<file path="src/common/conv_defines.svh">
`ifndef CONV_DEFINES_SVH
`define CONV_DEFINES_SVH

// window geometry
`define CONV_TAPS   16
`define CONV_LANES  4      // must divide CONV_TAPS

// operand, product and result width
`define CONV_WORD_W 32

`endif

</file>
<file path="src/common/conv_pkg.sv">
`default_nettype none

`include "conv_defines.svh"

package conv_pkg;

    // operand, product or running sum, wraps modulo 2^CONV_WORD_W
    typedef logic [`CONV_WORD_W-1:0] word_t;

    typedef logic [$clog2(`CONV_TAPS)-1:0] slot_t;   // tap index in the window

    // tap index inside one lane
    typedef logic [$clog2(`CONV_TAPS/`CONV_LANES)-1:0] lane_slot_t;

endpackage

`default_nettype wire

</file>
<file path="src/logic/sum_reducer.sv">
`timescale 1ns/1ps
`default_nettype none

`include "conv_defines.svh"

module sum_reducer (
    input  logic                   clk_i,
    input  logic                   rst_i,
    input  conv_pkg::word_t        lane_sum_i [`CONV_LANES],
    input  logic [`CONV_LANES-1:0] lane_valid_i,
    output conv_pkg::word_t        result_o,
    output logic                   result_valid_o
);
    import conv_pkg::*;

    word_t total;
    logic  all_valid;
    word_t result_q;
    logic  result_vld_q;

    assign all_valid = &lane_valid_i;

    // carries out of bit 31 are dropped
    always_comb begin
        total = '0;
        for (int l = 0; l < `CONV_LANES; l++)
            total = total + lane_sum_i[l];
    end

    always_ff @(posedge clk_i) begin
        if (rst_i) begin
            result_q     <= '0;
            result_vld_q <= 1'b0;
        end else begin
            result_vld_q <= all_valid;
            result_q     <= all_valid ? total : '0;   // idle output reads zero
        end
    end

    assign result_o       = result_q;
    assign result_valid_o = result_vld_q;

    // every lane sees the same run strobe, so they finish together
    a_lanes_in_step: assert property (@(posedge clk_i) disable iff (rst_i)
        (|lane_valid_i) |-> all_valid)
        else $error("sum_reducer: lane valids disagree, got %b", lane_valid_i);

endmodule

`default_nettype wire

</file>
<file path="config.mk">
export PLATFORM = sky130hd
export DESIGN_NAME = sum_reducer
export DESIGN_NICKNAME = d
export VERILOG_FILES = /design/src/common/conv_pkg.sv /design/src/logic/sum_reducer.sv
export VERILOG_INCLUDE_DIRS = /design/src /design/src/common
export SDC_FILE = /design/constraint.sdc
export NUM_CORES = 1
export LEC_CHECK = 0
export ABC_CLOCK_PERIOD_IN_PS = 4200
export BUFFER_PORTS_ARGS = -buffer_cell sky130_fd_sc_hd__buf_2
export CAP_MARGIN = 30
export CORE_ASPECT_RATIO = 1.25
export CORE_UTILIZATION = 51
export DETAILED_ROUTE_END_ITERATION = 10
export HOLD_SLACK_MARGIN = 0.06
export PLACE_DENSITY = 0.82
export SLEW_MARGIN = 40
export SYNTH_ARGS = -nofsm -noshare
export SYNTH_HDL_FRONTEND = slang
export SYNTH_SLANG_ARGS = --single-unit
</file>
<file path="constraint.sdc">
create_clock -name clk_i -period 4.2 [get_ports clk_i]
set_input_delay 0.84 -clock clk_i [delete_from_list [all_inputs] [get_ports clk_i]]
set_output_delay 0.84 -clock clk_i [all_outputs]
set_load 0.01 [all_outputs]
</file>
* Word level (Yosys, flattened, before mapping)
Index checks and enable logic that the tools add are counted.
** Operators by class
- Add/subtract/negate cells :: 3
- Bitwise operators :: 1
- Reductions and logical operators :: 2
** Operator list (count)
- adder 32 bit :: 3
- AND reduction 4 bit :: 1
- OR reduction 2 bit :: 1
- inverter 1 bit :: 1
** Storage, ports and cells
- Register bits :: 33
- Output and inout bits :: 33
- Word-level logic and storage cells :: 8

* Depth between registers and ports, before layout
Gate-level depths: netlist (run 1).
- Depth in word-level cells :: 3
- Gate-level depth with buffers :: 14
- Gate-level depth less buffers :: 12

* Worst setup path after synthesis (run 1)
OpenSTA, ideal clock, no wires.
- Path kind :: input -> register
- Start :: input lane_sum_i[1] (netlist name)
- End :: register result_q[25] (netlist: result_o[25])
- Library setup time :: 0.127 ns
- Arrival :: 3.627 ns
- Slack :: 0.445 ns
- Stages :: 11
- Cell sequence :: fa_1 fa_1 ha_1 fa_1 a211oi_1 o21ai_1 a21oi_1 o21ai_1 a41oi_1 xor2_1 nor2_1
** Between the ends
- Cells in the longest elaborated chain, start to end :: 1
** RTL lines
- start, declared :: RTL line sum_reducer.sv:9 : input conv_pkg::word_t lane_sum_i [`CONV_LANES],
- adder 32 bit :: RTL line sum_reducer.sv:27 : total = total + lane_sum_i[l];
- end signal, assigned :: RTL line sum_reducer.sv:36 : result_q <= all_valid ? total : '0;
- end, declared :: RTL line sum_reducer.sv:18 : word_t result_q;
Every way passes these cells.
A chain may end at the register's enable or synchronous reset.

* Worst setup path after layout (run 1)
- Start :: input lane_sum_i[1] (netlist name)
- End :: register result_q[27] (netlist: result_o[27])
The elaborated chain is that of the path after synthesis.

==> results of run 1 <==
cell type report:
cell class,instances,area [um2],share of cell area [%]
inverter,171,642,11.7
timing repair buffer,177,913,16.6
clock buffer,7,86.3,1.57
tap,97,121,2.21
multi-input combinational,335,3070,55.9
sequential,33,661,12.0
power by group:
| group | switching, uW | leakage (uW) | internal (uW) |
|---|---|---|---|
| logic | 880 | 0.00289 | 646 |
| registers | 3.10 | 0.000266 | 324 |
| clock network | 109 | 0.0000443 | 130 |
synth_stat cells, types with 3 or more instances:
cell / instances / area [um2]
a21oi_1: 35 / 175
ha_1: 31 / 388
and2_1: 5 / 31.3
and3_1: 6 / 37.5
a21o_1: 9 / 67.6
nor3_1: 6 / 30.0
xor2_1: 14 / 123
fa_1: 62 / 1240
nand2_1: 27 / 101
o21ai_0: 12 / 60.1
xnor2_1: 15 / 131
dfxtp_1: 33 / 661
inv_1: 171 / 642
clkbuf_1: 9 / 33.8
nand3_1: 11 / 55.1
nand4_1: 9 / 56.3
a31oi_1: 4 / 25.0
a41oi_1: 3 / 26.3
buf_2: 6 / 30.0
o21a_1: 5 / 37.5
and4_1: 3 / 26.3
a211oi_1: 4 / 30.0
o211ai_1: 3 / 22.5
nor2_1: 39 / 146
o21ai_1: 4 / 20.0
metrics by stage:
| stage | setup WS (ps) | instance area (um2) | hold slack, ps | total power, uW |
|---|---|---|---|---|
| after global placement | 185 | 5410 | 1170 | 1810 |
| after CTS | 368 | 5500 | 883 | 2090 |
| after detailed placement | 82.8 | 5410 | 1170 | 1840 |
| final | 359 | 5500 | 888 | 2090 |
| after floorplan | 445 | 4440 | 1060 | 1440 |
| after global routing | 177 | 5500 | 893 | 2290 |
worst min path at each step:
| stage | slack [ps] | to | cells after the start | start |
|---|---|---|---|---|
| after floorplan | 1060 | result_valid_o$_SDFF_PP0_ | 2 | rst_i |
| after global placement | 1170 | result_o[0]$_SDFF_PP0_ | 3 | lane_sum_i[96] |
| after detailed placement | 1170 | result_o[0]$_SDFF_PP0_ | 3 | lane_sum_i[96] |
| after CTS | 880 | result_o[0]$_SDFF_PP0_ | 3 | lane_sum_i[96] |
| after global routing | 890 | result_o[0]$_SDFF_PP0_ | 3 | lane_sum_i[96] |
| final | 890 | result_o[0]$_SDFF_PP0_ | 3 | lane_sum_i[96] |
logic make-up (layout without fill, tap and decap cells):
kind of cell	Yosys count	count (layout)	share of synthesized area (%)
adder cells (fa/ha/maj)	93	93	36.7
AO/OA/AOI/OAI	97	97	14.3
XOR/XNOR	29	29	5.72
multiplexers	1	1	0.225
flip-flops	33	33	14.9
buffers and inverters	187	355	16.0
AND/OR/NAND/NOR	115	115	12.3
per-layer routing:
layer | part of all wire (%) | wire [um] | vias to the layer above
li1 | - | - | 2052
met1 | 40 | 4160 | 1876
met2 | 52 | 5430 | 149
met3 | 5.0 | 521 | 22
met4 | 2.4 | 253 | 0
met5 | 0 | 0 | -
layout by cell type (no fill, tap or decap), types with 5 or more instances in the layout:
master,count
nand4_1,9
and2_1,5
and3_1,6
a21o_1,9
o21a_1,5
clkbuf_8,6
buf_4,11
dfxtp_1,33
a21oi_1,35
nor3_1,6
ha_1,31
fa_1,62
xnor2_1,15
o21ai_0,12
buf_2,166
nor2_1,39
nand2_1,27
inv_1,171
nand3_1,11
xor2_1,14
state kept, by name, summed over array words and instances, names as in the netlist:
signal	cells
result_o	32
result_valid_o	1
==> impl_metrics.csv, run 1 <==
group,metric,value,unit
run_status,outcome,"finished, final reports clean",
grt,grt_antenna_before_repair,0,
critical_path,start_kind,"input port",
synthesis,synth_ff_type,"dfxtp_1",
hold_path,hold_class,"in -> reg",
clock_network,tritoncts,"done",
clock_network,hold_buffers,0,
pwr,p_leak,0.00320,uW
sta,drv_slew,0,
pwr,power.density,381,nW/um2
grt,grt_max_degree,31,
critical_path,crit_arrival,3980,ps
finish,n_antenna_cell,0,
critical_path,crit_chain,"buf_2 -> fa_1 -> fa_1 -> ha_1 -> fa_1 -> a211oi_1 -> o21ai_1 -> a22oi_1 -> o211ai_1 -> a21oi_1 -> xor2_1 -> nor2_1",
routing,vias,4099,
sta,setup-violations-final,0,
finish,fin_util,66.0,%
critical_path,slowest_delay,560,ps
finish,n_fill_cell,742,
clock_network,cts_setup_buffers,0,
clock_network,cts_max_path_buffers,2,
critical_path,endpoint,"result_o[27]$_SDFF_PP0_",
clock_network,cts_made_buffers,5,
floorplanning,num_io_pins,167,
synthesis,synth-edff-count,0,
finish,final_cells,820,
grt,grt_usage,24.0,%
sta,fin_crit_sh,91.5,%
sta,period_minus_slack,3840,ps
critical_path,critPathRequiredTime,4340,ps
critical_path,crit_type,"in -> reg",
grt,grt_pass1_wl,17.6,mm
synthesis,seq_area_frac_synth,14.9,%
synthesis,synthArstFlopShare,0,%
grt,use_met2,46.0,%
synthesis,syn_avg_cell_area,8.01,um2
floorplanning,die_x,85.5,um
pwr,ir_worst_vdd,0.158,mV
routing,routedWlPerCell,12.6,um
place,gp_congestion,0.884,
routing,antenna_left,0,
sta,relSlewSlack,61.6,%
critical_path,crit_start,"lane_sum_i[1]",
critical_path,crit_path_end_kind,"flip-flop",
run,maxCapViolCount,0,
critical_path,path_depth,12,
sta,fin_setup_tns,0,ps
grt,grt_pass1_vias,4183,
critical_path,cp_top_family,"adder cells",
synthesis,yosysWarnings,0,
synthesis,ys_seq_elements,33,
finish,drive_gt1_share,26.0,%
grt,grtUsageMet1,27.4,%
floorplanning,num_rows,37,
floorplanning,core_area,8330,um2
sta,hold_viol_final,0,
grt,gr-usage-met3,1.86,%
finish,fin_nets,950,
floorplanning,die_area,9090,um2
routing,vias_per_cell,5.00,
synthesis,synth_area,4440,um2
grt,grt-ovfl-total,0,
clock_network,cts_max_level,2,
sta,rsz0062_at_grt,"no",
routing,drt_iter0_drc,166,
place,portBuffers,166,
grt,busiest_layer,"met2",
critical_path,critPathMaxFanout,3,
floorplanning,die_y,106,um
place,place_hpwl,9.14,mm
floorplanning,start_util,53.3,%
critical_path,crit_path_top_delay_cell,"fa_1",
critical_path,critPathBufInv,1,
clock_network,clockRootBuffer,"clkbuf_8",
clock_network,cts_resized,0,
sta,worst_pin_slew,576,ps
clock_network,numClockSinks,33,
synthesis,ys_types,48,
place,placedCellCount,813,
finish,syn2layout_area_growth,23.7,%
routing,routed_wl,10.4,mm
routing,drc,0,
synthesis,synthCells,555,
synthesis,synth_nets,782,
clock_network,clkTransAtPathRegs,70,ps
sta,fmax,0.260,GHz
routing,drt-pass1-iter-count,4,
critical_path,cpMostUsedCell,"fa_1",
No activity file was read; power rests on OpenSTA's default activity.
==> run 2, diff against run 1 <==
- CELL_PAD_IN_SITES_DETAIL_PLACEMENT: not set -> 0
- CELL_PAD_IN_SITES_GLOBAL_PLACEMENT: not set -> 1
- CORE_UTILIZATION: 51 -> 36
- PLACE_DENSITY: 0.82 -> not set
- PLACE_DENSITY_LB_ADDON: not set -> 0.1
==> impl_metrics.csv, run 2 (synthesis results as in run 1) <==
group,metric,value,unit
run_status,outcome,"complete, but fails checks",
run_status,violations,"design-rule violations",
finish,final_area,5630,um2
finish,drive_gt1_share,26.1,%
floorplanning,num_io_pins,167,
place,placedCellCount,879,
grt,grt_pass1_vias,4185,
clock_network,clockRootBuffer,"clkbuf_16",
finish,mostFrequentLayoutCells,"inv_1, buf_2, fa_1, nor2_1, a21oi_1",
sta,fmax,0.262,GHz
routing,drc,2,
critical_path,crit_start,"lane_sum_i[19]",
clock_network,cts_made_buffers,5,
routing,routed_wl,10.8,mm
sta,worst_pin_slew,604,ps
sta,fin_setup_tns,0,ps
floorplanning,num_rows,45,
grt,grt_antenna_before_repair,0,
place,portBuffers,166,
floorplanning,start_util,36.7,%
run,maxCapViolCount,0,
clock_network,cts_max_level,2,
routing,vias,4022,
finish,mostFrequentLayoutCell,"inv_1",
routing,drt_iter0_drc,139,
hold_path,hold_class,"in -> reg",
routing,drt-pass1-iter-count,9,
grt,grt_pass1_wl,18.6,mm
sta,drv_slew,0,
routing,routedWlPerCell,12.2,um
pwr,power.density,392,nW/um2
place,dpl_cell_area,5490,um2
grt,grt_max_degree,31,
critical_path,start_kind,"input port",
clock_network,hold_buffers,0,
grt,grt-ovfl-total,0,
critical_path,crit_type,"in -> reg",
floorplanning,core_area,12100,um2
critical_path,endpoint,"result_o[25]$_SDFF_PP0_",
place,place_hpwl,9.46,mm
sta,hold_ws,887,ps
routing,vias_per_cell,4.53,
clock_network,numClockSinks,33,
critical_path,crit_path_end_kind,"flip-flop",
sta,relSlewSlack,59.7,%
clock_network,clkTransAtPathRegs,50,ps
pwr,ir_worst_vdd,0.169,mV
sta,rsz0062_at_grt,"no",
clock_network,cts_max_path_buffers,2,
clock_network,cts_setup_buffers,0,
clock_network,tritoncts,"done",
critical_path,critPathMaxFanout,8,
sta,hold_viol_final,0,
place,gp_congestion,0.802,
sta,fin_crit_sh,90.9,%
routing,antenna_left,0,
finish,n_fill_cell,1285,
sta,setup-violations-final,0,
floorplanning,die_x,101,um
critical_path,critPathRequiredTime,4350,ps
critical_path,crit_arrival,3970,ps
sta,period_minus_slack,3820,ps
finish,largest_reg_flops,32,
floorplanning,die_y,126,um
clock_network,cts_resized,0,
finish,final_cells,887,
finish,fin_nets,949,
finish,syn2layout_area_growth,26.7,%
grt,grt_usage,18.0,%
finish,n_antenna_cell,0,
pwr,p_leak,0.00322,uW
floorplanning,die_area,12800,um2
[run 2: cell count changes in the layout (fill, tap and decap cells not counted), sizes merged]
cell      change
buf           -1
clkbuf        -2
clkinv        +2
clkinvlp      +1
[run 2: how the worst min path moves through the flow]
stage,startpoint,endpoint,slack (ps),cells after the start
6_report,lane_sum_i[96],result_o[0]$_SDFF_PP0_,890,3
2_1_floorplan,rst_i,result_valid_o$_SDFF_PP0_,1060,2
3_3_place_gp,lane_sum_i[96],result_o[0]$_SDFF_PP0_,1170,3
4_1_cts,lane_sum_i[96],result_o[0]$_SDFF_PP0_,890,3
3_5_place_dp,lane_sum_i[96],result_o[0]$_SDFF_PP0_,1170,3
5_1_grt,lane_sum_i[96],result_o[0]$_SDFF_PP0_,920,3
[run 2: critical path, cell delays in order]
cell      delay, ps
buf_2            70
inv_1            40
fa_1            490
fa_1            510
inv_1            40
ha_1            420
a21oi_1         350
nand2_1         130
a221oi_1        360
o21ai_1         200
a41oi_1         270
xor2_1          180
nor2_1           50
[run 2: power by group]
part           internal [uW]  leakage [uW]  switching (uW)
Clock                    217     0.0000696             144
Combinational            641       0.00288             875
Sequential               325      0.000266            3.52
[run 2: layout make-up]
cell class / instances / area [um2] / share of cell area [%]
multi-input combinational: 335 / 3070 / 54.6
timing repair buffer: 176 / 906 / 16.1
sequential: 33 / 661 / 11.7
inverter: 171 / 642 / 11.4
tap: 164 / 205 / 3.65
clock buffer: 5 / 125 / 2.22
clock inverter: 3 / 17.5 / 0.311
[run 2: routing by layer]
metal  vias to the layer above  wire, um  GRT usage, %
met5                         -         0             0
met4                         0        93          4.60
met3                         7       410          1.83
met2                       123      5550          32.8
met1                      1835      4750          22.2
li1                       2057         -             -
[run 2: stage by stage]
step	power, uW	util [%]	setup slack [ps]
final	2200	46.5	383
after global routing	2440	46.5	175
after CTS	2230	46.5	351
after detailed placement	1860	45.3	72.0
after global placement	1850	45.3	108
after floorplan	1440	-	445
==> run 3, diff against run 2 <==
- ABC_CLOCK_PERIOD_IN_PS: 4200 -> 3400
- CORE_UTILIZATION: 36 -> 33
- clock period: 4.2 -> 3.4 ns (I/O delays scaled with it)
==> impl_metrics.csv, run 3 (synthesis results as in run 1) <==
group,metric,value,unit
run_status,outcome,"finished, final reports clean",
sta,fin_crit_sh,99.7,%
sta,setup-violations-final,0,
critical_path,slowest_delay,540,ps
sta,period_minus_slack,3390,ps
routing,vias,4409,
clock_network,cts_max_path_buffers,2,
sta,drv_slew,0,
critical_path,crit_chain,"buf_6 -> fa_1 -> fa_1 -> ha_2 -> fa_2 -> a211oi_4 -> o21ai_2 -> a22oi_2 -> o211ai_1 -> a21oi_1 -> xor2_1 -> nor2_1",
critical_path,cp_top_family,"adder cells",
sta,relSlewSlack,58.4,%
pwr,p_int,2140,uW
routing,routedWlPerCell,12.3,um
clock_network,clkTransAtPathRegs,60,ps
pwr,sw_frac_of_total,42.0,%
clock_network,hold_buffers,0,
grt,grt_antenna_before_repair,0,
routing,vias_per_cell,4.49,
sta,rsz0062_at_grt,"yes",
pwr,p_comb_share,75.9,%
critical_path,start_kind,"input port",
place,place_hpwl,10.5,mm
floorplanning,core_area,13200,um2
pwr,power.density,546,nW/um2
finish,n_fill_cell,1342,
sta,fmax,0.295,GHz
clock_network,tritoncts,"done",
finish,largest_reg_flops,32,
finish,n_antenna_cell,0,
routing,routed_wl,12.0,mm
hold_path,hold_class,"in -> reg",
critical_path,cpMostUsedCell,"fa_1",
routing,antenna_left,0,
critical_path,critPathRequiredTime,3540,ps
place,placedCellCount,971,
critical_path,crit_start,"lane_sum_i[1]",
critical_path,crit_type,"in -> reg",
pwr,ir_worst_vdd,0.299,mV
routing,drt_iter0_drc,118,
routing,drc,0,
grt,grt_usage,18.0,%
grt,grt_pass1_wl,20.5,mm
critical_path,critPathMaxFanout,3,
critical_path,crit_arrival,3530,ps
grt,grt_max_degree,31,
place,dpl_cell_area,6330,um2
finish,fin_nets,1038,
grt,grt_pass1_vias,4637,
sta,hold_viol_final,0,
floorplanning,num_io_pins,167,
pwr,pwr-share-seq,11.0,%
pwr,finalPower,3700,uW
finish,final_cells,983,
floorplanning,die_x,106,um
routing,drt-pass1-iter-count,6,
critical_path,crit_path_end_kind,"flip-flop",
floorplanning,die_area,13900,um2
floorplanning,num_rows,47,
sta,worst_pin_slew,624,ps
pwr,power.switching,1550,uW
grt,grt-ovfl-total,0,
finish,drive_gt1_share,41.6,%
critical_path,endpoint,"result_o[27]$_SDFF_PP0_",
clock_network,cts_made_buffers,5,
finish,mostFrequentLayoutCell,"inv_1",
pwr,p_leak,0.00369,uW
critical_path,path_depth,12,
clock_network,numClockSinks,33,
finish,syn2layout_area_growth,52.4,%
finish,mostFrequentLayoutCells,"inv_1, buf_2, buf_4, fa_1, nor2_1",
floorplanning,start_util,33.7,%
finish,final_area,6770,um2
clock_network,cts_max_level,2,
place,gp_congestion,0.810,
clock_network,clockRootBuffer,"clkbuf_16",
sta,hold_ws,727,ps
critical_path,crit_path_top_delay_cell,"fa_1",
run,maxCapViolCount,0,
critical_path,critPathBufInv,1,
pwr,clock_power_share,13.1,%
floorplanning,die_y,132,um
place,portBuffers,166,
hold_path,worstHoldStart,"lane_sum_i[96]",
-- run 3: cell types whose count changed in the layout (fill, tap and decap cells not counted), sizes merged --
cell      before  now
clkinv         2    1
clkinvlp       1    0
buf          176  265
clkbuf         5    7
-- run 3: layer usage --
metal  global-route usage, %  up-vias  wire length, um
li1                        -     2224                -
met1                    20.3     2069             4920
met2                    35.3      108             6600
met3                    1.73        8              369
met4                    4.71        0              161
met5                       0        -                0
-- run 3: area by class of cell --
class,instances,area (um2),share of cell area (%)
clock buffer,7,153,2.25
clock inverter,1,5.00,0.0739
inverter,171,649,9.59
multi-input combinational,335,3500,51.6
sequential,33,661,9.76
tap,171,214,3.16
timing repair buffer,265,1590,23.5
-- run 3: how the worst min path moves through the flow --
stage                                           end  slack, ps  cells after the start
after floorplan           result_valid_o$_SDFF_PP0_        900                      2
after global placement       result_o[0]$_SDFF_PP0_       1010                      3
after detailed placement     result_o[0]$_SDFF_PP0_       1010                      3
after CTS                    result_o[0]$_SDFF_PP0_        720                      3
after global routing         result_o[0]$_SDFF_PP0_        740                      3
final                        result_o[0]$_SDFF_PP0_        730                      3
-- run 3: through the flow --
step                      setup WS (ps)  utilization [%]  setup TNS (ps)
after floorplan                   -64.6                -           -84.3
after global placement             -443             48.0           -6720
after detailed placement           -508             48.0           -7130
after CTS                         -47.2             49.8           -47.2
after global routing               -129             51.4            -439
final                              9.42             51.4               0
-- run 3: repair_timing --
action                                  4_1_cts  5_1_grt
buffers inserted                              2        2
cloned                                        0        0
endpoints found under the setup margin       13       19
pin swaps                                    10       28
resized for setup                            11       40
hold endpoints to repair                      0        0
-- run 3: power groups by stage --
stage,Clock [uW],Combinational [uW],Sequential [uW]
after global placement,0,2540,414
after detailed placement,0,2550,414
after global routing,506,3100,406
final,483,2810,405
after floorplan,0,1520,420
after CTS,495,2630,406
