$ cat src/common/conv_defines.svh
`ifndef CONV_DEFINES_SVH
`define CONV_DEFINES_SVH

// window geometry
`define CONV_TAPS   16
`define CONV_LANES  4      // must divide CONV_TAPS

// operand, product and result width
`define CONV_WORD_W 32

`endif

$ cat src/common/conv_pkg.sv
`default_nettype none

`include "conv_defines.svh"

package conv_pkg;

    // operand, product or running sum, wraps modulo 2^CONV_WORD_W
    typedef logic [`CONV_WORD_W-1:0] word_t;

    typedef logic [$clog2(`CONV_TAPS)-1:0] slot_t;   // tap index in the window

    // tap index inside one lane
    typedef logic [$clog2(`CONV_TAPS/`CONV_LANES)-1:0] lane_slot_t;

endpackage

`default_nettype wire

$ cat src/common/tap_bus_if.sv
`timescale 1ns/1ps
`default_nettype none

interface tap_bus_if;
    import conv_pkg::*;

    // filter matrix write ports, 0 carries rs1 and 1 carries rs2
    logic  filt0_en;
    slot_t filt0_slot;
    word_t filt0_data;
    logic  filt1_en;
    slot_t filt1_slot;
    word_t filt1_data;

    // data matrix write ports, same layout
    logic  data0_en;
    slot_t data0_slot;
    word_t data0_data;
    logic  data1_en;
    slot_t data1_slot;
    word_t data1_data;

    logic  clr_filt;
    logic  clr_data;
    logic  run;        // sample the window this cycle

    modport loader (
        output filt0_en, filt0_slot, filt0_data, filt1_en, filt1_slot, filt1_data,
        output data0_en, data0_slot, data0_data, data1_en, data1_slot, data1_data,
        output clr_filt, clr_data, run
    );

    modport lane (
        input filt0_en, filt0_slot, filt0_data, filt1_en, filt1_slot, filt1_data,
        input data0_en, data0_slot, data0_data, data1_en, data1_slot, data1_data,
        input clr_filt, clr_data, run
    );

endinterface

`default_nettype wire

$ cat src/logic/tap_loader.sv
`timescale 1ns/1ps
`default_nettype none

module tap_loader (
    input  logic            clk_i,
    input  logic            rst_i,
    input  logic            unit_en_i,
    input  conv_pkg::word_t rs1_data_i,
    input  conv_pkg::word_t rs2_data_i,
    input  logic            filt_rs1_en_i,
    input  logic            filt_rs2_en_i,
    input  logic            filt_clr_i,
    input  logic            data_rs1_en_i,
    input  logic            data_rs2_en_i,
    input  logic            data_clr_i,
    input  logic            conv_run_i,
    tap_bus_if.loader       bus
);
    import conv_pkg::*;

    slot_t filt_ptr_q;
    slot_t data_ptr_q;
    logic  filt_clr;
    logic  data_clr;
    logic  filt_wr0;
    logic  filt_wr1;
    logic  data_wr0;
    logic  data_wr1;

    // strobes count only while the decoder selects the unit
    assign filt_clr = unit_en_i & filt_clr_i;
    assign data_clr = unit_en_i & data_clr_i;

    // a clear swallows loads to the same matrix
    assign filt_wr0 = unit_en_i & filt_rs1_en_i & ~filt_clr_i;
    assign filt_wr1 = unit_en_i & filt_rs2_en_i & ~filt_clr_i;
    assign data_wr0 = unit_en_i & data_rs1_en_i & ~data_clr_i;
    assign data_wr1 = unit_en_i & data_rs2_en_i & ~data_clr_i;

    // write pointers advance by the number of words written, wrap 15 -> 0
    always_ff @(posedge clk_i) begin
        if (rst_i) begin
            filt_ptr_q <= '0;
            data_ptr_q <= '0;
        end else begin
            if (filt_clr)
                filt_ptr_q <= '0;
            else
                filt_ptr_q <= filt_ptr_q + slot_t'(filt_wr0) + slot_t'(filt_wr1);

            if (data_clr)
                data_ptr_q <= '0;
            else
                data_ptr_q <= data_ptr_q + slot_t'(data_wr0) + slot_t'(data_wr1);
        end
    end

    assign bus.filt0_en   = filt_wr0;
    assign bus.filt0_slot = filt_ptr_q;
    assign bus.filt0_data = rs1_data_i;
    assign bus.filt1_en   = filt_wr1;
    assign bus.filt1_slot = filt_ptr_q + slot_t'(1);   // rs2 lands one slot up
    assign bus.filt1_data = rs2_data_i;

    assign bus.data0_en   = data_wr0;
    assign bus.data0_slot = data_ptr_q;
    assign bus.data0_data = rs1_data_i;
    assign bus.data1_en   = data_wr1;
    assign bus.data1_slot = data_ptr_q + slot_t'(1);
    assign bus.data1_data = rs2_data_i;

    assign bus.clr_filt   = filt_clr;
    assign bus.clr_data   = data_clr;
    assign bus.run        = unit_en_i & conv_run_i;

    // decoder never issues an rs2 load on its own
    a_rs2_with_rs1: assert property (@(posedge clk_i) disable iff (rst_i)
        unit_en_i |-> (!filt_rs2_en_i || filt_rs1_en_i) && (!data_rs2_en_i || data_rs1_en_i))
        else $error("tap_loader: rs2 load strobe without rs1");

endmodule

`default_nettype wire

$ cat src/flat_wrapper.sv
// flat-port wrapper written by rule: the top's interface ports become plain ports
module tap_loader_flat import conv_pkg::*;
  (clk_i, rst_i, unit_en_i, rs1_data_i, rs2_data_i, filt_rs1_en_i, filt_rs2_en_i, filt_clr_i, data_rs1_en_i, data_rs2_en_i, data_clr_i, conv_run_i, bus_filt0_en, bus_filt0_slot, bus_filt0_data, bus_filt1_en, bus_filt1_slot, bus_filt1_data, bus_data0_en, bus_data0_slot, bus_data0_data, bus_data1_en, bus_data1_slot, bus_data1_data, bus_clr_filt, bus_clr_data, bus_run);
  tap_bus_if bus_i ();
  input  logic clk_i;
  input  logic rst_i;
  input  logic unit_en_i;
  input  conv_pkg::word_t rs1_data_i;
  input  conv_pkg::word_t rs2_data_i;
  input  logic filt_rs1_en_i;
  input  logic filt_rs2_en_i;
  input  logic filt_clr_i;
  input  logic data_rs1_en_i;
  input  logic data_rs2_en_i;
  input  logic data_clr_i;
  input  logic conv_run_i;
  output wire logic [$bits(bus_i.filt0_en)-1:0] bus_filt0_en;
  output wire logic [$bits(bus_i.filt0_slot)-1:0] bus_filt0_slot;
  output wire logic [$bits(bus_i.filt0_data)-1:0] bus_filt0_data;
  output wire logic [$bits(bus_i.filt1_en)-1:0] bus_filt1_en;
  output wire logic [$bits(bus_i.filt1_slot)-1:0] bus_filt1_slot;
  output wire logic [$bits(bus_i.filt1_data)-1:0] bus_filt1_data;
  output wire logic [$bits(bus_i.data0_en)-1:0] bus_data0_en;
  output wire logic [$bits(bus_i.data0_slot)-1:0] bus_data0_slot;
  output wire logic [$bits(bus_i.data0_data)-1:0] bus_data0_data;
  output wire logic [$bits(bus_i.data1_en)-1:0] bus_data1_en;
  output wire logic [$bits(bus_i.data1_slot)-1:0] bus_data1_slot;
  output wire logic [$bits(bus_i.data1_data)-1:0] bus_data1_data;
  output wire logic [$bits(bus_i.clr_filt)-1:0] bus_clr_filt;
  output wire logic [$bits(bus_i.clr_data)-1:0] bus_clr_data;
  output wire logic [$bits(bus_i.run)-1:0] bus_run;
  assign bus_filt0_en = bus_i.filt0_en;
  assign bus_filt0_slot = bus_i.filt0_slot;
  assign bus_filt0_data = bus_i.filt0_data;
  assign bus_filt1_en = bus_i.filt1_en;
  assign bus_filt1_slot = bus_i.filt1_slot;
  assign bus_filt1_data = bus_i.filt1_data;
  assign bus_data0_en = bus_i.data0_en;
  assign bus_data0_slot = bus_i.data0_slot;
  assign bus_data0_data = bus_i.data0_data;
  assign bus_data1_en = bus_i.data1_en;
  assign bus_data1_slot = bus_i.data1_slot;
  assign bus_data1_data = bus_i.data1_data;
  assign bus_clr_filt = bus_i.clr_filt;
  assign bus_clr_data = bus_i.clr_data;
  assign bus_run = bus_i.run;
  tap_loader u_core (.clk_i(clk_i), .rst_i(rst_i), .unit_en_i(unit_en_i), .rs1_data_i(rs1_data_i), .rs2_data_i(rs2_data_i), .filt_rs1_en_i(filt_rs1_en_i), .filt_rs2_en_i(filt_rs2_en_i), .filt_clr_i(filt_clr_i), .data_rs1_en_i(data_rs1_en_i), .data_rs2_en_i(data_rs2_en_i), .data_clr_i(data_clr_i), .conv_run_i(conv_run_i), .bus(bus_i));
endmodule
$ cat config.mk
export PLATFORM = sky130hd
export DESIGN_NAME = tap_loader_flat
export DESIGN_NICKNAME = d
export VERILOG_FILES = /design/src/common/conv_pkg.sv /design/src/common/tap_bus_if.sv /design/src/logic/tap_loader.sv /design/src/flat_wrapper.sv
export VERILOG_INCLUDE_DIRS = /design/src /design/src/common
export SDC_FILE = /design/constraint.sdc
export NUM_CORES = 1
export LEC_CHECK = 0
export BUFFER_PORTS_ARGS = -buffer_cell sky130_fd_sc_hd__buf_4
export CORE_AREA = 4 4 84 86
export DETAILED_ROUTE_END_ITERATION = 8
export DIE_AREA = 0 0 88 90
export GPL_TIMING_DRIVEN = 0
export PLACE_DENSITY = 0.69
export SYNTH_ARGS = -nofsm -noshare
export SYNTH_HDL_FRONTEND = slang
export SYNTH_SLANG_ARGS = --single-unit
$ cat constraint.sdc
create_clock -name clk_i -period 1.5 [get_ports clk_i]
set_input_delay 0.3 -clock clk_i [delete_from_list [all_inputs] [get_ports clk_i]]
set_output_delay 0.3 -clock clk_i [all_outputs]
set_load 0.02 [all_outputs]
; After elaboration in Yosys (flattened, before gate mapping)
; Index checks and enable logic that the tools add are counted.
[word_totals]
reg_bits = 8
inputBits = 74
output_inout_bits = 151
elab_cells = 23
[op_classes]
addsub = 6
bitwise_logic = 13
reduce_logical = 2
[op_table]
columns = cell, count
row1 = $add 4x1->4, 4
row2 = $and 1x1->1, 11
row3 = $add 4x1->4 const B, 2
row4 = $reduce_or 2->1, 2
row5 = $not 1->1, 2

; Depth between registers and ports, before layout
; Gate-level depths: netlist of the first run.
[depth]
word_depth = 4
ltp_mapped = 7
ltp_nobuf = 7

; Least setup slack after synthesis of the first run
; Ideal clock, no wire load.
[synth_timing]
path_type = register to register
start = register u_core.data_ptr_q[0], in the netlist u_core.bus.data0_slot[0]
end = register u_core.data_ptr_q[3], in the netlist u_core.bus.data0_slot[3]
setup_time_ns = 0.070
arrival_time_ns = 1.575
required_ns = 1.430
slack_ns = -0.144
path_stages_with_launch = 5
n_path_buf = 0
period_less_slack_ns = 1.644
path_cell_list = dfxtp_1 inv_1 fa_1 or3_1 a21oi_1
[synth_via]
elab_chain_cells = 2
[synth_rtl]
columns = element, line_no
row1 = from (decl), tap_loader.sv:22  ; slot_t data_ptr_q;
row2 = from (signal assigned), tap_loader.sv:54  ; data_ptr_q <= data_ptr_q + slot_t'(data_wr0) + slot_t'(data_wr1);
row3 = $add 4x1->4 (2 in a row), tap_loader.sv:54
; No other way between the ends.
; A chain may end at the register's enable or synchronous reset.

; Worst setup path after layout of the first run
[layout_timing]
start = register u_core.filt_ptr_q[0], in the netlist u_core.bus.filt0_slot[0]
end = output bus_filt1_slot[2]
[layout_via]
elab_chain_cells = 1
[layout_rtl]
columns = element, line_no
row1 = from (decl), tap_loader.sv:21  ; slot_t filt_ptr_q;
row2 = from (signal assigned), tap_loader.sv:49  ; filt_ptr_q <= filt_ptr_q + slot_t'(filt_wr0) + slot_t'(filt_wr1);
row3 = $add 4x1->4, tap_loader.sv:62  ; assign bus.filt1_slot = filt_ptr_q + slot_t'(1);
row4 = to (decl), flat_wrapper.sv:21  ; output wire logic [$bits(bus_i.filt1_slot)-1:0] bus_filt1_slot;
; No other way between the ends.

==> results of run 1 <==
worst min-delay path by stage:
stage / cells after the start / slack [ps] / endpoint
floorplan: 2 / 470 / u_core.bus.filt0_slot[2]$_SDFF_PP0_
global placement: 2 / 500 / u_core.bus.data0_slot[3]$_SDFF_PP0_
detailed placement: 2 / 510 / u_core.bus.data0_slot[3]$_SDFF_PP0_
CTS: 3 / 360 / u_core.bus.filt0_slot[2]$_SDFF_PP0_
global route: 3 / 370 / u_core.bus.filt0_slot[2]$_SDFF_PP0_
finish: 3 / 360 / u_core.bus.filt0_slot[2]$_SDFF_PP0_
power by group through the flow:
stage | registers [W] | clock network (W) | logic (W)
floorplan | 0.000237 | 0 | 0.000557
global placement | 0.000232 | 0 | 0.000897
detailed placement | 0.000232 | 0 | 0.000906
CTS | 0.000229 | 0.000265 | 0.000909
global route | 0.000230 | 0.000280 | 0.000950
finish | 0.000229 | 0.000255 | 0.000898
cells in the mapped netlist, drive strengths merged:
master | count | area share, %
a21oi | 1 | 0.35
and2 | 5 | 2.4
and3b | 2 | 1.2
buf | 128 | 67
dfxtp | 8 | 11
fa | 2 | 2.8
ha | 4 | 3.5
inv | 6 | 1.6
nand2 | 3 | 0.79
nand3 | 3 | 1.0
nor2 | 6 | 1.6
nor2b | 1 | 0.44
o21ai | 1 | 0.35
or2 | 2 | 0.87
or3 | 1 | 0.44
xnor2 | 4 | 2.4
xor2 | 3 | 1.8
registers in the layout, summed over array words and instances (netlist names):
name                   cells
u_core.bus.data0_slot      4
u_core.bus.filt0_slot      4
cell type report:
cell class                 instances  area, um^2  share of cell area (%)
multi-input combinational         38         300                    10.8
clock buffer                       3        41.3                    1.48
inverter                           6        22.5                   0.808
tap                               77        96.3                    3.45
sequential                         8         166                    5.97
timing repair buffer             160        1200                    43.1
buffer                           128         961                    34.5
cells by family (layout without fill, tap and decap cells):
logic type / Yosys count / count (layout)
buffers and inverters: 134 / 297
AND/OR/NAND/NOR: 23 / 23
flip-flops: 8 / 8
XOR/XNOR: 7 / 7
adder cells (fa/ha/maj): 6 / 6
AO/OA/AOI/OAI: 2 / 2
metrics by stage:
stage                     setup TNS (ps)  worst slack, ps  hold slack [ps]  instance area, um^2  std cells
after floorplan                        0            0.314              474                 1440        180
after global placement              -822             -234              497                 2730        417
after detailed placement            -937             -261              511                 2730        417
after CTS                              0             24.5              357                 2780        420
after global routing                   0             2.47              373                 2790        420
final                                  0             80.5              361                 2790        420
repair_timing:
action	CTS	global route
setup endpoints to repair	2	4
gates cloned	0	0
resized for setup	2	5
metal layers:
| layer | track usage (%) | routed length [um] | up-vias |
|---|---|---|---|
| met4 | 0.767 | 8 | 0 |
| li1 | - | - | 746 |
| met1 | 8.51 | 1170 | 632 |
| met2 | 21.8 | 2680 | 120 |
| met3 | 5.94 | 885 | 2 |
| met5 | 0 | 0 | - |
worst reg2reg max path, stage by stage, from the launching register on:
cell                      delay (ps)
sky130_fd_sc_hd__dfxtp_2         350
sky130_fd_sc_hd__inv_2            50
sky130_fd_sc_hd__fa_2            360
sky130_fd_sc_hd__or3_1           380
sky130_fd_sc_hd__a21oi_1         140
==> flow_summary.yaml, run 1 <==
outcome:
  status: "finished clean"
logic_synthesis:
  synth_warn: 0
  avgSynthCellArea_um2: 7.95
  largest_family_of_logic_cells_by_synthesized_area: "buffers and inverters"
  post_synth_xor_area_fraction_pct: 4.29
  synthDistinctLibCells: 18
  netlist_instances: 180
  synth_fa_ha_area_share_pct: 6.30
  synth.yosys.seq_area_share_pct: 11.2
  synth.ff_latch_count: 8
  synth.cell_area_um2: 1430
  synth.area.mux_share_pct: 0
  synth_compound_area_share_pct: 0.700
  synth_nets: 260
  post_synth_and_or_nand_nor_area_fraction_pct: 8.75
sta:
  rsz0062_at_grt: "false"
  worst_pin_slew_ps: 228
  post-route-min-period_ps: 1420
  finalClockSkew_ps: 0.296
  slew_headroom_pct: 84.8
  final.period_utilization_pct: 94.6
  report.final.hold_viol_count: 0
  max_freq_ghz: 0.704
  setup_violations: 0
  final-max-slew-violation-count: 0
final_layout:
  drive_gt1_share_pct: 88.6
  final_net_count: 425
  utilization_after_layout_pct: 44.4
  mostFrequentLayoutCell: "sky130_fd_sc_hd__buf_4"
  antennaDiodeCount: 0
  fillCellCount: 631
  flow.area_growth_from_synthesis_pct: 95.0
  most-common-layout-cells: "288 x sky130_fd_sc_hd__buf_4, 6 x sky130_fd_sc_hd__nor2_1, 5 x sky130_fd_sc_hd__inv_1, 5 x sky130_fd_sc_hd__dfxtp_2"
critical_path:
  critical_path.endpoint: "bus_filt1_slot[2]"
  timing.critical_path.buf_inv: 1
  crit_path_end_kind: "output pin"
  reg_to_reg_startpoint: "u_core.bus.data0_slot[0]$_SDFF_PP0_"
  cp_data_required_time_ps: 1200
  worst-r2r-setup-slack_ps: 150
  timing.reg2reg.worst_path_depth: 4
  critical_path_cell_count: 3
  critical_path.top_delay_family: "flip-flops"
  crit_start: "u_core.bus.filt0_slot[0]$_SDFF_PP0_"
  largest_fanout_of_any_net_on_the_critical_path: 5
  cpMaxStageDelayCell: "sky130_fd_sc_hd__dfxtp_2"
  cp_slowest_stage_delay_ps: 380
  start_kind: "flip-flop"
  worst-setup-path-type: "reg -> out"
  cp.arrival_ps: 1120
  cp_cell_sequence: "ha_1 -> xor2_1 -> buf_4"
  rr_endpoint: "u_core.bus.data0_slot[3]$_SDFF_PP0_"
global_route:
  gr-usage-all-layers_pct: 10.5
  maximum_number_of_pins_on_one_net_before_global_route_repair: 7
  grt_pass1_vias: 1505
  antenna_found_initial: 0
  overflow: 0
  grt_pass1_wl_um: 6800
route:
  detailedRoute.firstIterationViolations: 10
  vias_per_cell: 3.57
  wirelength_um: 4740
  detail_route.wl_per_cell_um: 11.3
  final_antenna_net_count: 0
  detail_route.drc_violations: 0
  routed-via-count: 1500
  drt_pass1_iterations: 2
pwr:
  power.share.combinational_pct: 65.0
  p_clk_share_pct: 18.4
  cellInternalPower_w: 0.000882
  seq_power_share_pct: 16.6
  powerDensity_nw_per_um2: 495
  power.share.switching_pct: 36.1
  report.power.total_w: 0.00138
  vdd_drop_max_v: 0.000217
  leakage_nw: 1.66
  p_sw_w: 0.000499
clock_tree:
  cts_buffers: 3
  cts.hold.buffers_added: 0
  cts_root_buffer: "sky130_fd_sc_hd__clkbuf_8"
  clock-sinks: 8
  clock_path_buffers: 2
  clock_latency_ps: 230
  ctsHtreeMaxLevel: 1
  worst_setup_hold_path_clk_slew_ps: 40
  postCtsSetupBuffers: 0
  tritoncts: "done"
flow_run:
  cap_viol_max_count: 0
die:
  die_width_um: 88
  placement_rows: 29
  floorplan.die.height_um: 90
  core_area_um2: 6280
  floorplan.io_pins: 225
  dieArea_um2: 7920
  initial_core_util_pct: 22.8
placed_design:
  port-buffer-count: 160
  dp_hpwl_um: 4460
  last_weighted_congestion_value_of_the_routability_driven_placer: 0.708
min_path:
  hold_path.startpoint: "rst_i"
  worst_hold_path_type: "in -> reg"
Power figures use the tool's default switching activity.
==> run 2, diff against run 1 <==
==> constraint.sdc (replaced) <==
create_clock -name clk_i -period 1.5 [get_ports clk_i]
set_input_delay 0.3 -clock clk_i [delete_from_list [all_inputs] [get_ports clk_i]]
set_output_delay 0.3 -clock clk_i [all_outputs]
set_load 0.05 [all_outputs]
==> run 2 against run 1 <==
Net effect:
- worst setup slack worse by 36 ps
- sequential power hardly changed
- cell count grew 0.24%
- utilization grew 1.9 points
- combinational power grew 54%
- critical path type unchanged
==> flow_summary.yaml, run 2 (synthesized netlist as in run 1, its figures left out) <==
outcome:
  status: "finished clean"
pwr:
  leakage_nw: 1.67
  powerDensity_nw_per_um2: 648
  vdd_drop_max_v: 0.000345
final_layout:
  utilization_after_layout_pct: 46.3
  flow.area_growth_from_synthesis_pct: 103
  drive_gt1_share_pct: 91.3
  most-common-layout-cells: "287 x sky130_fd_sc_hd__buf_4, 6 x sky130_fd_sc_hd__nor2_1, 5 x sky130_fd_sc_hd__inv_1, 4 x sky130_fd_sc_hd__and2_1"
  stdcell_area_um2: 2910
  antennaDiodeCount: 0
  final_net_count: 425
  mostFrequentLayoutCell: "sky130_fd_sc_hd__buf_4"
die:
  dieArea_um2: 7920
  die_width_um: 88
  core_area_um2: 6280
  floorplan.die.height_um: 90
  placement_rows: 29
  floorplan.io_pins: 225
  initial_core_util_pct: 22.8
route:
  detail_route.wl_per_cell_um: 13.0
  detail_route.drc_violations: 0
  wirelength_um: 5470
  drt_pass1_iterations: 3
  routed-via-count: 1515
  detailedRoute.firstIterationViolations: 5
  vias_per_cell: 3.60
  final_antenna_net_count: 0
placed_design:
  dp_hpwl_um: 5150
  place_area_um2: 2830
  last_weighted_congestion_value_of_the_routability_driven_placer: 0.778
  port-buffer-count: 160
clock_tree:
  clock_path_buffers: 2
  cts_buffers: 3
  tritoncts: "done"
  clock_latency_ps: 230
  worst_setup_hold_path_clk_slew_ps: 40
  ctsHtreeMaxLevel: 1
  cts_root_buffer: "sky130_fd_sc_hd__clkbuf_8"
  clock-sinks: 8
  postCtsSetupBuffers: 0
sta:
  rsz0062_at_grt: "false"
  report.final.hold_viol_count: 0
  final.period_utilization_pct: 97.0
  worst_pin_slew_ps: 258
  max_freq_ghz: 0.687
  post-route-min-period_ps: 1460
  final-max-slew-violation-count: 0
  setup_violations: 0
  slew_headroom_pct: 82.8
  finalClockSkew_ps: 5.09
global_route:
  grt_pass1_vias: 1593
  antenna_found_initial: 0
  grt_pass1_wl_um: 8020
  gr-usage-all-layers_pct: 12.6
  overflow: 0
  maximum_number_of_pins_on_one_net_before_global_route_repair: 7
critical_path:
  largest_fanout_of_any_net_on_the_critical_path: 5
  crit_path_end_kind: "output pin"
  worst-setup-path-type: "reg -> out"
  start_kind: "flip-flop"
  cp.arrival_ps: 1160
  cp_data_required_time_ps: 1200
flow_run:
  cap_viol_max_count: 0
min_path:
  worst_hold_path_type: "in -> reg"
==> run 2: changes by cell type in the layout (fill, tap and decap cells not counted), moves of 2 or more <==
cell | previous run | this run
sky130_fd_sc_hd__xnor2_1 | 4 | 2
sky130_fd_sc_hd__nand3_1 | 3 | 1
sky130_fd_sc_hd__xor2_4 | 0 | 2
sky130_fd_sc_hd__dfxtp_4 | 0 | 3
sky130_fd_sc_hd__xor2_1 | 3 | 1
sky130_fd_sc_hd__dfxtp_2 | 5 | 3
sky130_fd_sc_hd__nand3_2 | 0 | 2
sky130_fd_sc_hd__ha_1 | 4 | 2
sky130_fd_sc_hd__xnor2_4 | 0 | 2
==> run 2: final timing paths <==
check / start / slack [ps] / cells past startpoint / endpoint
max: u_core.bus.data0_slot[2]$_SDFF_PP0_ / 40 / 3 / bus_data1_slot[3]
min: rst_i / 340 / 3 / u_core.bus.filt0_slot[2]$_SDFF_PP0_
max reg2reg: u_core.bus.data0_slot[0]$_SDFF_PP0_ / 180 / 4 / u_core.bus.data0_slot[3]$_SDFF_PP0_
min reg2reg: u_core.bus.data0_slot[3]$_SDFF_PP0_ / 590 / 2 / u_core.bus.data0_slot[3]$_SDFF_PP0_
==> run 2: routing by layer <==
layer  part of all wire, %  vias up  routed length [um]  GRT usage (%)
li1                      -      751                   -              -
met1                    25      654                1370           10.2
met2                    59      105                3210           25.9
met3                    16        5                 863           6.76
met4                  0.57        0                  31           1.79
met5                     0        -                   0              0
==> run 2: worst max-delay path: stages, from the launching register on <==
cell                      delay (ps)
sky130_fd_sc_hd__dfxtp_2         430
sky130_fd_sc_hd__nand3_2         160
sky130_fd_sc_hd__xnor2_4         140
sky130_fd_sc_hd__buf_4           210
==> run 2: cell type report <==
class	count	area, um^2
Buffer	128	961
Multi-Input combinational cell	38	399
Tap cell	77	96.3
Sequential cell	8	175
Inverter	6	26.3
Clock buffer	4	45.0
Timing Repair Buffer	160	1200
Fill cell	622	3370
==> run 2: report_power, final <==
part | switching, W | leakage, nW | total, W | internal (W)
combinational | 0.000884 | 1.58 | 0.00138 | 0.000500
clock | 0.0000883 | 0.0228 | 0.000273 | 0.000184
sequential | 0.0000112 | 0.0685 | 0.000229 | 0.000217
total | 0.000984 | 1.67 | 0.00189 | 0.000902
==> run 2: stage by stage <==
stage               setup WS [ps]  hold slack (ps)  total power, W  setup TNS [ps]  std cells
floorplan                    -162              467         0.00127            -699        180
CTS                         0.124              346         0.00191               0        421
finish                       44.4              344         0.00189               0        421
global route                 4.65              367         0.00195               0        421
global placement             -101              570         0.00162            -309        417
detailed placement           -115              585         0.00162            -375        417
==> run 2: repair_timing <==
action,CTS,global route
resized for setup,5,5
endpoints found under the setup margin,3,5
hold buffers,0,0
